<file path="src/hdl/degu_pkg.sv">
//////////////////////////////////////////////////////////////////////
// shared constants, encodings and decoded-instruction struct, RV32I only
// pc_mask limits fetch and jump targets to a 4 MiB address space
//////////////////////////////////////////////////////////////////////
package degu_pkg;

  // word size
  localparam int unsigned xlen = 32;

  // program counter after reset
  localparam logic [xlen-1:0] rst_vector = 32'h0000_0000;
  // applied to every new program counter
  localparam logic [xlen-1:0] pc_mask = 32'h003f_ffff;

  //////////////////////////////////////////////////////////////////////
  // opcode and funct3 encodings
  //////////////////////////////////////////////////////////////////////

  // major opcode, supported classes plus misc-mem
  typedef enum logic [6:0] {
    opc_lui    = 7'b0110111,
    opc_auipc  = 7'b0010111,
    opc_jal    = 7'b1101111,
    opc_jalr   = 7'b1100111,
    opc_branch = 7'b1100011,
    opc_load   = 7'b0000011,
    opc_store  = 7'b0100011,
    opc_op_imm = 7'b0010011,
    opc_op     = 7'b0110011,
    opc_misc   = 7'b0001111
  } opc_t;

  // branch conditions
  typedef enum logic [2:0] {
    bru_beq  = 3'b000,
    bru_bne  = 3'b001,
    bru_blt  = 3'b100,
    bru_bge  = 3'b101,
    bru_bltu = 3'b110,
    bru_bgeu = 3'b111
  } fn3_bru_t;

  // load/store sizes, u variants are zero extended
  typedef enum logic [2:0] {
    ldst_b  = 3'b000,
    ldst_h  = 3'b001,
    ldst_w  = 3'b010,
    ldst_bu = 3'b100,
    ldst_hu = 3'b101
  } fn3_ldst_t;

  // alu operations, alt bit picks sub and sra
  typedef enum logic [2:0] {
    alu_add  = 3'b000,
    alu_sll  = 3'b001,
    alu_slt  = 3'b010,
    alu_sltu = 3'b011,
    alu_xor  = 3'b100,
    alu_sr   = 3'b101,
    alu_or   = 3'b110,
    alu_and  = 3'b111
  } fn3_alu_t;

  //////////////////////////////////////////////////////////////////////
  // decoded instruction
  //////////////////////////////////////////////////////////////////////

  typedef struct packed {
    opc_t            opc;
    logic [2:0]      fn3;
    // funct7 bit 30
    logic            alt;
    logic [4:0]      rs1;
    logic [4:0]      rs2;
    logic [4:0]      rd;
    // register enables
    logic            ren1;
    logic            ren2;
    logic            wen;
    // sign extended immediates
    logic [xlen-1:0] i_i;
    logic [xlen-1:0] i_s;
    logic [xlen-1:0] i_b;
    logic [xlen-1:0] i_u;
    logic [xlen-1:0] i_j;
  } dec_t;

endpackage

</file>
<file path="src/hdl/degu_dec.sv">
//////////////////////////////////////////////////////////////////////
// combinational RV32I decoder
// unknown opcodes, fence and system decode with all enables low
//////////////////////////////////////////////////////////////////////
module degu_dec (
  input  logic [31:0]     instr,
  output degu_pkg::dec_t  dec
);

  always_comb begin
    // raw fields
    dec.opc  = degu_pkg::opc_t'(instr[6:0]);
    dec.fn3  = instr[14:12];
    dec.alt  = instr[30];
    dec.rs1  = instr[19:15];
    dec.rs2  = instr[24:20];
    dec.rd   = instr[11:7];

    // immediates, sign from bit 31 everywhere
    dec.i_i  = {{20{instr[31]}}, instr[31:20]};
    dec.i_s  = {{20{instr[31]}}, instr[31:25], instr[11:7]};
    dec.i_b  = {{19{instr[31]}}, instr[31], instr[7], instr[30:25],
                instr[11:8], 1'b0};
    dec.i_u  = {instr[31:12], 12'h000};
    dec.i_j  = {{11{instr[31]}}, instr[31], instr[19:12], instr[20],
                instr[30:21], 1'b0};

    // register enables per class
    dec.ren1 = 1'b0;
    dec.ren2 = 1'b0;
    dec.wen  = 1'b0;
    case (instr[6:0])
      degu_pkg::opc_lui,
      degu_pkg::opc_auipc,
      degu_pkg::opc_jal: begin
        dec.wen  = 1'b1;
      end
      degu_pkg::opc_jalr,
      degu_pkg::opc_load,
      degu_pkg::opc_op_imm: begin
        dec.ren1 = 1'b1;
        dec.wen  = 1'b1;
      end
      degu_pkg::opc_branch,
      degu_pkg::opc_store: begin
        dec.ren1 = 1'b1;
        dec.ren2 = 1'b1;
      end
      degu_pkg::opc_op: begin
        dec.ren1 = 1'b1;
        dec.ren2 = 1'b1;
        dec.wen  = 1'b1;
      end
      // misc-mem, system and anything else act as nop
      default: begin
        dec.wen  = 1'b0;
      end
    endcase
  end

endmodule

</file>
<file path="src/hdl/degu_gpr.sv">
//////////////////////////////////////////////////////////////////////
// 2 read / 1 write register file, x0 reads zero
// same-cycle write data is bypassed to both read ports
//////////////////////////////////////////////////////////////////////
module degu_gpr (
  input  logic                      clk,
  input  logic                      rst,
  input  logic [4:0]                rs1_adr,
  input  logic [4:0]                rs2_adr,
  input  logic                      rd_wen,
  input  logic [4:0]                rd_adr,
  input  logic [degu_pkg::xlen-1:0] rd_dat,
  output logic [degu_pkg::xlen-1:0] rs1_dat,
  output logic [degu_pkg::xlen-1:0] rs2_dat
);

  // x1 to x31, no storage for x0
  logic [degu_pkg::xlen-1:0] mem [1:31];

  // write port, x0 writes dropped
  always_ff @(posedge clk) begin
    if (rd_wen && (rd_adr != 5'd0)) begin
      mem[rd_adr] <= rd_dat;
    end
  end

  // reads with bypass, rst forces zero while the core is idle
  always_comb begin
    if (rst || (rs1_adr == 5'd0)) begin
      rs1_dat = '0;
    end else if (rd_wen && (rd_adr == rs1_adr)) begin
      rs1_dat = rd_dat;
    end else begin
      rs1_dat = mem[rs1_adr];
    end
    if (rst || (rs2_adr == 5'd0)) begin
      rs2_dat = '0;
    end else if (rd_wen && (rd_adr == rs2_adr)) begin
      rs2_dat = rd_dat;
    end else begin
      rs2_dat = mem[rs2_adr];
    end
  end

endmodule

</file>
<file path="src/hdl/degu_alu.sv">
//////////////////////////////////////////////////////////////////////
// integer ALU with a 33-bit add/sub side output
// sum carries branch compares, jump targets and memory addresses
//////////////////////////////////////////////////////////////////////
module degu_alu (
  input  degu_pkg::dec_t            dec,
  input  logic [degu_pkg::xlen-1:0] pc,
  input  logic [degu_pkg::xlen-1:0] rs1,
  input  logic [degu_pkg::xlen-1:0] rs2,
  output logic [degu_pkg::xlen-1:0] rd,
  output logic [degu_pkg::xlen:0]   sum
);

  logic [degu_pkg::xlen-1:0] op1;
  logic [degu_pkg::xlen-1:0] op2;
  logic                      sub;
  logic                      sgn;
  logic [4:0]                sha;

  // operand select
  always_comb begin
    case (dec.opc)
      degu_pkg::opc_auipc: begin
        op1 = pc;
        op2 = dec.i_u;
      end
      degu_pkg::opc_jal: begin
        op1 = pc;
        op2 = dec.i_j;
      end
      degu_pkg::opc_store: begin
        op1 = rs1;
        op2 = dec.i_s;
      end
      degu_pkg::opc_op,
      degu_pkg::opc_branch: begin
        op1 = rs1;
        op2 = rs2;
      end
      // op-imm, load, jalr
      default: begin
        op1 = rs1;
        op2 = dec.i_i;
      end
    endcase
  end

  // subtract for branches, sub, slt and sltu
  always_comb begin
    sub = 1'b0;
    sgn = 1'b0;
    case (dec.opc)
      degu_pkg::opc_branch: begin
        sub = 1'b1;
        sgn = (dec.fn3 == degu_pkg::bru_blt) || (dec.fn3 == degu_pkg::bru_bge);
      end
      degu_pkg::opc_op,
      degu_pkg::opc_op_imm: begin
        sub = (dec.fn3 == degu_pkg::alu_slt) || (dec.fn3 == degu_pkg::alu_sltu) ||
              ((dec.opc == degu_pkg::opc_op) && (dec.fn3 == degu_pkg::alu_add) && dec.alt);
        sgn = (dec.fn3 == degu_pkg::alu_slt);
      end
      default: begin
        sub = 1'b0;
      end
    endcase
  end

  // bit 32 is the less-than flag when subtracting
  assign sum = sub ? ({sgn & op1[31], op1} - {sgn & op2[31], op2})
                   : ({sgn & op1[31], op1} + {sgn & op2[31], op2});

  assign sha = op2[4:0];

  // result
  always_comb begin
    case (degu_pkg::fn3_alu_t'(dec.fn3))
      degu_pkg::alu_sll:  rd = op1 << sha;
      degu_pkg::alu_slt,
      degu_pkg::alu_sltu: rd = {31'd0, sum[32]};
      degu_pkg::alu_xor:  rd = op1 ^ op2;
      degu_pkg::alu_sr:   rd = dec.alt ? $unsigned($signed(op1) >>> sha) : (op1 >> sha);
      degu_pkg::alu_or:   rd = op1 | op2;
      degu_pkg::alu_and:  rd = op1 & op2;
      default:            rd = sum[31:0];
    endcase
    // auipc, loads, stores and jumps only need the sum
    if ((dec.opc != degu_pkg::opc_op) && (dec.opc != degu_pkg::opc_op_imm)) begin
      rd = sum[31:0];
    end
  end

endmodule

</file>
<file path="src/hdl/degu_ifu.sv">
//////////////////////////////////////////////////////////////////////
// fetch unit, fetch read data must hold until the next fetch transfer
// no fetch is requested while a load or store is in execute
//////////////////////////////////////////////////////////////////////
module degu_ifu (
  input  logic                      clk,
  input  logic                      rst,
  input  degu_pkg::dec_t            dec,
  input  logic [degu_pkg::xlen:0]   sum,
  input  logic                      stall,
  input  logic                      ifu_rdy,
  output logic                      ifu_vld,
  output logic [degu_pkg::xlen-1:0] ifu_adr,
  output logic                      ivld,
  output logic [degu_pkg::xlen-1:0] pc,
  output logic [degu_pkg::xlen-1:0] pc_inc
);

  logic                      run;
  logic                      mem_op;
  logic                      tkn;
  logic [degu_pkg::xlen-1:0] pcn;

  //////////////////////////////////////////////////////////////////////
  // fetch request
  //////////////////////////////////////////////////////////////////////

  // run one cycle after reset
  always_ff @(posedge clk or posedge rst) begin
    if (rst) begin
      run <= 1'b0;
    end else begin
      run <= 1'b1;
    end
  end

  // loads and stores take the bus first, fetch follows
  assign mem_op  = ivld && ((dec.opc == degu_pkg::opc_load) ||
                            (dec.opc == degu_pkg::opc_store));
  assign ifu_vld = run && !mem_op;
  assign ifu_adr = pcn;

  // instruction valid, held through a stall
  always_ff @(posedge clk or posedge rst) begin
    if (rst) begin
      ivld <= 1'b0;
    end else begin
      ivld <= (ifu_vld && ifu_rdy) || (ivld && stall);
    end
  end

  //////////////////////////////////////////////////////////////////////
  // branch and next pc
  //////////////////////////////////////////////////////////////////////

  always_comb begin
    case (degu_pkg::fn3_bru_t'(dec.fn3))
      degu_pkg::bru_beq:  tkn = ~|sum[31:0];
      degu_pkg::bru_bne:  tkn =  |sum[31:0];
      degu_pkg::bru_blt,
      degu_pkg::bru_bltu: tkn =  sum[32];
      degu_pkg::bru_bge,
      degu_pkg::bru_bgeu: tkn = ~sum[32];
      default:            tkn = 1'b0;
    endcase
  end

  assign pc_inc = pc + 32'd4;

  // without a valid instruction the pc is refetched
  always_comb begin
    if (!ivld) begin
      pcn = pc;
    end else if ((dec.opc == degu_pkg::opc_jal) || (dec.opc == degu_pkg::opc_jalr)) begin
      pcn = {sum[31:1], 1'b0} & degu_pkg::pc_mask;
    end else if ((dec.opc == degu_pkg::opc_branch) && tkn) begin
      pcn = (pc + dec.i_b) & degu_pkg::pc_mask;
    end else begin
      pcn = pc_inc & degu_pkg::pc_mask;
    end
  end

  always_ff @(posedge clk or posedge rst) begin
    if (rst) begin
      pc <= degu_pkg::rst_vector;
    end else if (ivld && !stall) begin
      pc <= pcn;
    end
  end

endmodule

</file>
<file path="src/hdl/degu_lsu.sv">
//////////////////////////////////////////////////////////////////////
// load/store unit, aligned accesses only, no misalignment check
// rdt is valid in the cycle after the load transfer
//////////////////////////////////////////////////////////////////////
module degu_lsu (
  input  degu_pkg::dec_t            dec,
  input  logic                      ivld,
  input  logic [degu_pkg::xlen-1:0] adr,
  input  logic [degu_pkg::xlen-1:0] wdt,
  output logic                      lsu_vld,
  output logic                      lsu_wen,
  output logic [degu_pkg::xlen-1:0] lsu_adr,
  output logic [3:0]                lsu_byt,
  output logic [degu_pkg::xlen-1:0] lsu_wdt,
  input  logic [degu_pkg::xlen-1:0] lsu_rdt,
  input  logic                      clk,
  input  logic                      rst,
  output logic [degu_pkg::xlen-1:0] rdt
);

  logic                      ld;
  logic                      st;
  logic [2:0]                ld_fn3;
  logic [1:0]                ld_off;
  logic [degu_pkg::xlen-1:0] shf;

  //////////////////////////////////////////////////////////////////////
  // request
  //////////////////////////////////////////////////////////////////////

  assign ld      = dec.opc == degu_pkg::opc_load;
  assign st      = dec.opc == degu_pkg::opc_store;
  assign lsu_vld = ivld && (ld || st);
  assign lsu_wen = st;
  assign lsu_adr = adr;

  // byte enables and lane replication
  always_comb begin
    case (dec.fn3[1:0])
      2'b00: begin
        lsu_byt = 4'b0001 << adr[1:0];
        lsu_wdt = {4{wdt[7:0]}};
      end
      2'b01: begin
        lsu_byt = 4'b0011 << {adr[1], 1'b0};
        lsu_wdt = {2{wdt[15:0]}};
      end
      default: begin
        lsu_byt = 4'b1111;
        lsu_wdt = wdt;
      end
    endcase
  end

  //////////////////////////////////////////////////////////////////////
  // load data alignment
  //////////////////////////////////////////////////////////////////////

  // captured every request cycle, the last one is the transfer
  always_ff @(posedge clk or posedge rst) begin
    if (rst) begin
      ld_fn3 <= 3'd0;
      ld_off <= 2'd0;
    end else if (lsu_vld) begin
      ld_fn3 <= dec.fn3;
      ld_off <= adr[1:0];
    end
  end

  assign shf = lsu_rdt >> {ld_off, 3'b000};

  always_comb begin
    case (degu_pkg::fn3_ldst_t'(ld_fn3))
      degu_pkg::ldst_b:  rdt = {{24{shf[7]}}, shf[7:0]};
      degu_pkg::ldst_bu: rdt = {24'd0, shf[7:0]};
      degu_pkg::ldst_h:  rdt = {{16{shf[15]}}, shf[15:0]};
      degu_pkg::ldst_hu: rdt = {16'd0, shf[15:0]};
      default:           rdt = lsu_rdt;
    endcase
  end

endmodule

</file>
<file path="src/hdl/degu_core.sv">
//////////////////////////////////////////////////////////////////////
// RV32I core top, fetch and load/store buses with vld/rdy handshake
// register writes land one cycle after retirement, bypass covers the gap
//////////////////////////////////////////////////////////////////////
module degu_core (
  input  logic                      clk,
  input  logic                      rst,
  // fetch bus
  output logic                      ifu_vld,
  output logic [degu_pkg::xlen-1:0] ifu_adr,
  input  logic                      ifu_rdy,
  input  logic [degu_pkg::xlen-1:0] ifu_rdt,
  // load/store bus
  output logic                      lsu_vld,
  output logic                      lsu_wen,
  output logic [degu_pkg::xlen-1:0] lsu_adr,
  output logic [3:0]                lsu_byt,
  output logic [degu_pkg::xlen-1:0] lsu_wdt,
  input  logic                      lsu_rdy,
  input  logic [degu_pkg::xlen-1:0] lsu_rdt
);

  logic                      stall;
  logic                      ivld;
  logic [degu_pkg::xlen-1:0] pc;
  logic [degu_pkg::xlen-1:0] pc_inc;
  degu_pkg::dec_t            dec;
  logic [degu_pkg::xlen-1:0] rs1_dat;
  logic [degu_pkg::xlen-1:0] rs2_dat;
  logic [degu_pkg::xlen-1:0] alu_rd;
  logic [degu_pkg::xlen:0]   alu_sum;
  logic [degu_pkg::xlen-1:0] ld_dat;
  logic [degu_pkg::xlen-1:0] ex_dat;
  // delayed write-back
  logic                      wb_wen;
  logic                      wb_ld;
  logic [4:0]                wb_adr;
  logic [degu_pkg::xlen-1:0] wb_dat;
  logic [degu_pkg::xlen-1:0] rd_dat;

  // any bus waiting on rdy
  assign stall = (ifu_vld && !ifu_rdy) || (lsu_vld && !lsu_rdy);

  degu_ifu u_ifu (
    .clk     (clk),
    .rst     (rst),
    .dec     (dec),
    .sum     (alu_sum),
    .stall   (stall),
    .ifu_rdy (ifu_rdy),
    .ifu_vld (ifu_vld),
    .ifu_adr (ifu_adr),
    .ivld    (ivld),
    .pc      (pc),
    .pc_inc  (pc_inc)
  );

  degu_dec u_dec (
    .instr (ifu_rdt),
    .dec   (dec)
  );

  // unused read ports look at x0
  degu_gpr u_gpr (
    .clk     (clk),
    .rst     (rst),
    .rs1_adr (dec.ren1 ? dec.rs1 : 5'd0),
    .rs2_adr (dec.ren2 ? dec.rs2 : 5'd0),
    .rd_wen  (wb_wen),
    .rd_adr  (wb_adr),
    .rd_dat  (rd_dat),
    .rs1_dat (rs1_dat),
    .rs2_dat (rs2_dat)
  );

  degu_alu u_alu (
    .dec (dec),
    .pc  (pc),
    .rs1 (rs1_dat),
    .rs2 (rs2_dat),
    .rd  (alu_rd),
    .sum (alu_sum)
  );

  degu_lsu u_lsu (
    .dec     (dec),
    .ivld    (ivld),
    .adr     (alu_sum[degu_pkg::xlen-1:0]),
    .wdt     (rs2_dat),
    .lsu_vld (lsu_vld),
    .lsu_wen (lsu_wen),
    .lsu_adr (lsu_adr),
    .lsu_byt (lsu_byt),
    .lsu_wdt (lsu_wdt),
    .lsu_rdt (lsu_rdt),
    .clk     (clk),
    .rst     (rst),
    .rdt     (ld_dat)
  );

  //////////////////////////////////////////////////////////////////////
  // write-back
  //////////////////////////////////////////////////////////////////////

  // execute result select
  always_comb begin
    case (dec.opc)
      degu_pkg::opc_lui:  ex_dat = dec.i_u;
      degu_pkg::opc_jal,
      degu_pkg::opc_jalr: ex_dat = pc_inc;
      default:            ex_dat = alu_rd;
    endcase
  end

  // one write per retired instruction
  always_ff @(posedge clk or posedge rst) begin
    if (rst) begin
      wb_wen <= 1'b0;
      wb_ld  <= 1'b0;
      wb_adr <= 5'd0;
    end else begin
      wb_wen <= ivld && !stall && dec.wen;
      wb_ld  <= dec.opc == degu_pkg::opc_load;
      wb_adr <= dec.rd;
    end
  end

  always_ff @(posedge clk) begin
    wb_dat <= ex_dat;
  end

  // load data arrives in the write-back cycle
  assign rd_dat = wb_ld ? ld_dat : wb_dat;

endmodule

</file>
<file path="config.mk">
export PLATFORM = sky130hd
export DESIGN_NAME = degu_core
export DESIGN_NICKNAME = d
export VERILOG_FILES = /design/src/hdl/degu_pkg.sv /design/src/hdl/degu_dec.sv /design/src/hdl/degu_gpr.sv /design/src/hdl/degu_alu.sv /design/src/hdl/degu_ifu.sv /design/src/hdl/degu_lsu.sv /design/src/hdl/degu_core.sv
export SDC_FILE = /design/constraint.sdc
export NUM_CORES = 2
export LEC_CHECK = 0
export BUFFER_PORTS_ARGS = -buffer_cell sky130_fd_sc_hd__buf_2
export CORE_ASPECT_RATIO = 0.5
export CORE_MARGIN = 4
export CORE_UTILIZATION = 35
export CTS_BUF_LIST = sky130_fd_sc_hd__clkbuf_16
export CTS_CLUSTER_DIAMETER = 40
export DETAILED_ROUTE_END_ITERATION = 8
export PLACE_DENSITY = 0.49
export SLEW_MARGIN = 40
export SYNTH_ARGS = -nofsm -noshare
export SYNTH_HDL_FRONTEND = slang
export SYNTH_SLANG_ARGS = --single-unit
</file>
<file path="constraint.sdc">
create_clock -name clk -period 9.5 [get_ports clk]
set_input_delay 0.95 -clock clk [delete_from_list [all_inputs] [get_ports clk]]
set_output_delay 0.95 -clock clk [all_outputs]
set_load 0.005 [all_outputs]
</file>
* After elaboration in Yosys (flattened, before gate mapping)
Memories as Yosys holds them, arrays and structs flattened. Cells that the tools add are included.
Operators by class: add/sub/neg operators 4, multipliers 0, divide/modulo/power cells 0, magnitude comparators 0, eq/ne operators 24, shift-type cells 6, mux-type cells 28, bitwise operators 6, reductions and logical operators 46
Operator list (number):
- 32-bit 2-to-1 mux | 9
- 32-bit case mux with 4 select lines | 2
- 32-bit case mux with 6 select lines | 1
- 32-bit case mux with 2 select lines | 2
- 22-bit 2-to-1 mux | 2
- 33-bit adder | 1
- 33-bit 2-to-1 mux | 1
- 33-bit subtractor | 1
- 32-bit by 3-bit adder with 32-bit output (second input constant) | 1
- 32-bit AND | 1
- 32-bit bitwise OR | 1
- 32-bit OR reduction | 1
- 32-bit by 5-bit << shifter with 32-bit output | 1
- 32-bit by 5-bit >> shifter with 16-bit output | 1
- 32-bit by 5-bit >> shifter with 32-bit output | 1
- 32-bit by 5-bit >>> shifter with 32-bit output | 1
- 32-bit bitwise XOR | 1
- 22-bit adder | 1
- 7-bit by 6-bit == test with 1-bit output (second input constant) | 3
- 7-bit == test (second input constant) | 3
- 3-bit == test (second input constant) | 6
- 1-bit logical AND | 15
- 7-bit by 5-bit == test with 1-bit output (second input constant) | 2
- 2-bit OR reduction | 7
- other kinds (25) | 49
Word-level totals: register bits 78, latch bits 0, RAM bits 992, ROM bits 0, input bits 68, output and inout port bits 103, word-level logic and storage cells 124, memories kept 1
Memories:
- u_gpr.mem | words 31, width 32, read ports 2, clocked after memory_dff 0, write ports 1, line degu_gpr.sv:18 | logic [degu_pkg::xlen-1:0] mem [1:31];

* Depth between registers and ports, before layout
word-level depth 19, depth in mapped cells 39, mapped depth without buffers 31

* Modules after synthesis
Synthesis repeated with hierarchy kept, for this count alone.
Second synthesis, totals: cell total of the unflattened synthesis 5323, area, all modules 65854.4 um^2
By module, submodules not included:
- degu_gpr | times used 1, cells each 2720, area an instance 46901.2 um^2, sequential area each 29788.6 um^2
- degu_alu | times used 1, cells each 1424, area an instance 9434.0 um^2, sequential area each 0.0 um^2
- degu_ifu | times used 1, cells each 493, area an instance 3768.6 um^2, sequential area each 850.8 um^2
- degu_core | times used 1, cells each 248, area an instance 2542.4 um^2, sequential area each 815.8 um^2
- degu_lsu | times used 1, cells each 241, area an instance 1719.1 um^2, sequential area each 125.1 um^2
- degu_dec | times used 1, cells each 197, area an instance 1488.9 um^2, sequential area each 0.0 um^2

* Worst setup path before layout
OpenSTA, ideal clock, no wires.
path kind input -> output, start in ifu_rdt[22] (netlist name), end out ifu_adr[14] (netlist name), arrival 8.594 ns, data required time 8.550 ns, setup slack -0.044 ns, stages 37, buffers on the path 9, cells stage by stage buf_6 > or3b_1 > buf_2 > or4_1 > buf_4 > buf_6 > buf_6 > o221ai_1 > o41ai_1 > o22ai_1 > nor2_1 > a221oi_2 > buf_2 > buf_1 > clkbuf_1 > ha_1 > and2_2 > and2_1 > nor2_1 > xnor2_1 > ha_1 > o21ai_0 > nor2_1 > or4_1 > nand3_1 > a31oi_1 > o211ai_1 > a31oi_1 > xnor2_1 > or3_1 > nor3_1 > nand2b_1 > nand4_1 > and3_1 > buf_6 > mux2i_1 > a221oi_1
Between the ends: word-level cells in the longest chain between the ends 15, elaborated cells on any way between the ends 21, classes of those cells add/sub (2); eq/ne (1); mux (9); bitwise (2); reduce/logical (6); memory (1)
Ends and longest elaborated chain:
- start, declared | line degu_core.sv:12 | input logic [degu_pkg::xlen-1:0] ifu_rdt,
- parallel branches: the longest is 5 deep, another holds memory read 31 x 32 bit
- 32-bit case mux with 4 select lines * | line degu_alu.sv:22 | case (dec.opc)
- 33-bit adder or 33-bit subtractor (tied branches) | line degu_alu.sv:71, degu_alu.sv:70
- 33-bit 2-to-1 mux * | line degu_alu.sv:70 | assign sum = sub ? ({sgn & op1[31], op1} - {sgn & op2[31], op2})
- net lsu_adr (one bit) | line degu_core.sv:16 | output logic [degu_pkg::xlen-1:0] lsu_adr,
- 32-bit OR reduction * | line degu_ifu.sv:58, degu_ifu.sv:59
- 1-bit zero test | line degu_ifu.sv:58 | degu_pkg::bru_beq: tkn = ~|sum[31:0];
- 1-bit case mux with 4 select lines * | line degu_ifu.sv:57 | case (degu_pkg::fn3_bru_t'(dec.fn3))
- 1-bit logical AND * | line degu_ifu.sv:76 | end else if ((dec.opc == degu_pkg::opc_branch) && tkn) begin
- 22-bit 2-to-1 mux * | line degu_ifu.sv:76
- 22-bit 2-to-1 mux * | line degu_ifu.sv:74 | end else if ((dec.opc == degu_pkg::opc_jal) || (dec.opc == degu_pkg::opc_jalr)) begin
- 32-bit 2-to-1 mux * | line degu_ifu.sv:72 | if (!ivld) begin
- end, declared | line degu_core.sv:10 | output logic [degu_pkg::xlen-1:0] ifu_adr,
Mark *: on every way through the listed nets, which the timed path passes.

* Worst setup path after layout
start in ifu_rdt[6] (netlist name), end out ifu_adr[19] (netlist name)
Between the ends: word-level cells in the longest chain between the ends 18, elaborated cells on any way between the ends 51, classes of those cells add/sub (2); eq/ne (10); mux (17); bitwise (3); reduce/logical (18); memory (1)
Ends and longest elaborated chain (line):
- parallel branches: the longest is 16 deep, another holds 33-bit adder
- 22-bit 2-to-1 mux * | degu_ifu.sv:74
- 32-bit 2-to-1 mux * | degu_ifu.sv:72
Every way passes the cells marked *.

==> flow_summary.toml <==
[synthesis]
synth_common_cells = "992 x edfxtp_1, 581 x nand2_1, 411 x nor2_1"
yosysTopAreaCellShare_pct = 46.3
netlist_area_sq_um = 64400
synth_fp_nets = 6295
yosys_warnings = 0
synth_cell_type_count = 108
async_flop_share_pct = 4.30
synth_area_leaders = "edfxtp_1 46%, mux2i_1 6.2%, nand2_1 3.4%, o21ai_0 3.1%, a21oi_1 2.9%"
yosysSeqAreaShare_pct = 49.1
syn_area_per_cell_sq_um = 10.5
synth.largest_area_cell = "edfxtp_1"
synth_edf_count = 992
synthFlopType = "edfxtp_1"
yosysMostFrequentCell = "edfxtp_1"
syn_inst = 6106
yosys_register_bits = 1070

[timing]
tns_ns = -0.0000382
period_share_pct = 100
rsz0062_at_grt = "true"
setup_viol = 1
worst_pin_slew_ns = 0.965
period_needed_ns = 9.50
clock.fmax_ghz = 0.105
hold_viol = 0
slew_headroom_pct = 35.7
worst_clock_skew_ns = 0.106
slew_viol_final = 0
setup_slack_ns = -0.0000382

[worst_hold_path]
hold-path-endpoint = "wb_adr[1]$_DFF_PP0_"
worstHoldStart = "ifu_rdt[8]"
holdPathStages = 1
min_path_type = "primary input to flop"

[critical_path]
crit_path_max_fanout = 15
reg2reg_from = "u_lsu.ld_off[0]$_DFFE_PP0P_"
worst-setup-path-type = "primary input to output pin"
critPathMaxStageDelay_ns = 0.44
r2r_cells = 36
cpMostUsedCell = "buf_4"
path_delay_family = "simple AND/OR/NAND/NOR gates"
slowest_stage = "a311oi_4"
endpoint_kind = "output pin"
r2r_setup_slack_ns = 1.87
critPathArrivalTime_ns = 8.55
r2r-end = "u_ifu.pc[8]$_DFFE_PP0P_"
crit_path_start_kind = "primary input"
cp_num_buf_inv = 13
crit_required_ns = 8.55

[power]
p_comb_share_pct = 18.4
cell_internal_pwr_uw = 9220
clkPwrFrac_pct = 40.3
power_leakage_uw = 0.0302
powerDensity_nw_per_um2 = 161
p_sw_share_pct = 30.8
ir_worst_vdd_mv = 0.132
power_switching_uw = 4110
seqPwrFrac_pct = 41.4

[drt]
dr_wl_met3_um = 60500
wl_met2_um = 160000
drtIter0Drc = 10700
post_drt_wl_per_cell_um = 41.6
via_per_inst = 6.80
via_count = 65000
drt-total-wl_um = 397000
m1WireLength_um = 154000
drt_first_pass_iters = 9
ant_nets = 0
maxUsedRoutingLayer = "met5"
drc = 0

[global_route]
grt-ovfl-total = 0
antenna_found_initial = 30
grt_max_degree = 70
grt_pass1_vias = 60400
grt_pass1_wl_um = 527000
grt_usage_pct = 39.6

[clocking]
cts_tree = "built"
cts_num_sinks = 1070
cts_made_buffers = 146
clockBufferDepth = 4
cts.reportedPaths.clkPinSlew_ns = 0.05
h-tree-depth = 4
cts_root_buffer = "clkbuf_16"
clk_latency_ns = 0.83

[floorplan]
core.rowCount = 110
io_pins = 171
floorplan.initialDensity_pct = 35.5
dieArea_sq_um = 191000
dieHeight_um = 311
core_area_sq_um = 181000
die_w_um = 615

[placement]
gpl.final_weighted_congestion = 1.04
postPlaceCellArea_sq_um = 75600
numPortBuffers = 170
place_hpwl_um = 280000

[finish]
drive_above_1_share_pct = 28.6
fillers = 17100
final_cell_area_sq_um = 82500
syn_to_final_growth_pct = 28.2
layout.nets = 7214

[outcome]
status = "finished with violations"
violations = "negative setup slack"

[run]
drv_cap = 0
routing by layer:
metal,global-route usage (%),vias up
li1,-,25800
met1,52.6,32700
met2,55.9,5362
met3,16.5,1096
met4,17.9,14
met5,0,-
power groups by stage:
stage	logic, uW	registers (uW)	clock network (uW)
global route	2520	5510	5590
finish	2450	5510	5370
global placement	2240	5600	0
floorplan	1130	5490	0
CTS	2290	5500	5390
detailed placement	2250	5600	0
state kept, by name, summed over array words and instances (netlist names):
name,flops
u_gpr.mem,992
u_ifu.pc,32
wb_dat,32
wb_adr,5
u_lsu.ld_fn3,3
u_lsu.ld_off,2
u_ifu.ivld,1
u_ifu.run,1
wb_ld,1
wb_wen,1
worst max-delay path by stage:
stage	slack, ns	startpoint	cells after the start	end
2_1_floorplan	0.07	ifu_rdt[22]	37	ifu_adr[14]
3_3_place_gp	-1.30	ifu_rdt[22]	37	ifu_adr[10]
3_5_place_dp	-1.00	ifu_rdt[6]	36	ifu_adr[5]
4_1_cts	0.01	ifu_rdt[21]	41	ifu_adr[1]
5_1_grt	-0.04	ifu_rdt[22]	39	ifu_adr[19]
6_report	-0.00004	ifu_rdt[6]	36	ifu_adr[19]
worst register-to-register path: cells and delay by family (launching register included):
family	cells	cell delay [ns]
mux	2	0.77
xor+xnor	1	0.14
simple gates	16	2.85
compound gates	8	1.63
fa+ha+maj	1	0.37
flops	1	0.50
buf+inv	8	1.19
kinds of logic (layout without fill, tap and decap cells):
logic type / after synthesis / in the layout / synth area share, %
DFF: 1070 / 1070 / 49.1
and+or+nand+nor: 1551 / 1552 / 11.2
buffers and inverters: 669 / 1689 / 4.26
xor gates and xnor gates: 94 / 94 / 1.28
muxes: 599 / 599 / 10.7
AOI/OAI and AO/OA: 2001 / 2001 / 21.2
other: 1 / 19 / 0.00583
adders and majority gates: 121 / 121 / 2.38
through the flow:
step	setup WS, ns	power, uW	util, %	hold WS [ns]	std cells
after floorplan	0.0718	6610	-	0.491	6106
after global placement	-1.30	7830	41.5	0.545	9187
after detailed placement	-1.00	7850	41.7	0.558	9200
after CTS	0.0129	13200	44.7	0.430	9481
after global routing	-0.0351	13600	45.5	0.441	9535
final	-0.0000382	13300	45.5	0.450	9553
cells in the final DEF, fill, tap and decap left out, types with 32 or more instances in the layout:
master     count
xnor2_1       77
nand4_1       45
ha_1         116
mux4_2        56
inv_1        176
buf_6         58
edfxtp_1     992
nor2_4        37
o221ai_1      66
mux2_2       145
o211ai_1      86
nand2_1      578
dfxtp_1       32
buf_12        61
clkbuf_16    152
mux2i_1      384
buf_2        165
nor2_1       364
buf_4        943
o21ai_0      376
o21ai_1       44
a221oi_1     143
a21oi_1      354
dfrtp_1       43
a221o_1       36
nor2b_1       52
a211oi_1      95
a22oi_1       55
nor3_1        73
a31oi_1      100
o22ai_1      110
o31ai_1       33
nand2b_1      37
nand3_1      102
and3_1        32
and2_1        41
layout make-up:
class	count	area (sq um)	share of cell area, %
multi-input cells	4368	32100	38.9
flip-flops and latches	1070	31600	38.3
repair buffers	1267	10600	12.8
clock buffers	147	3680	4.46
well taps	2408	3010	3.65
clock inverters	103	882	1.07
inverters	172	646	0.782
diodes	18	45.0	0.0546
repair_timing:
item	in CTS	in global routing
gates resized for setup	133	191
gates cloned	5	4
setup buffers	27	49
setup endpoints to repair	21	21
hold buffers	0	0
pin swaps	36	76
Power figures use the tool's default switching activity.
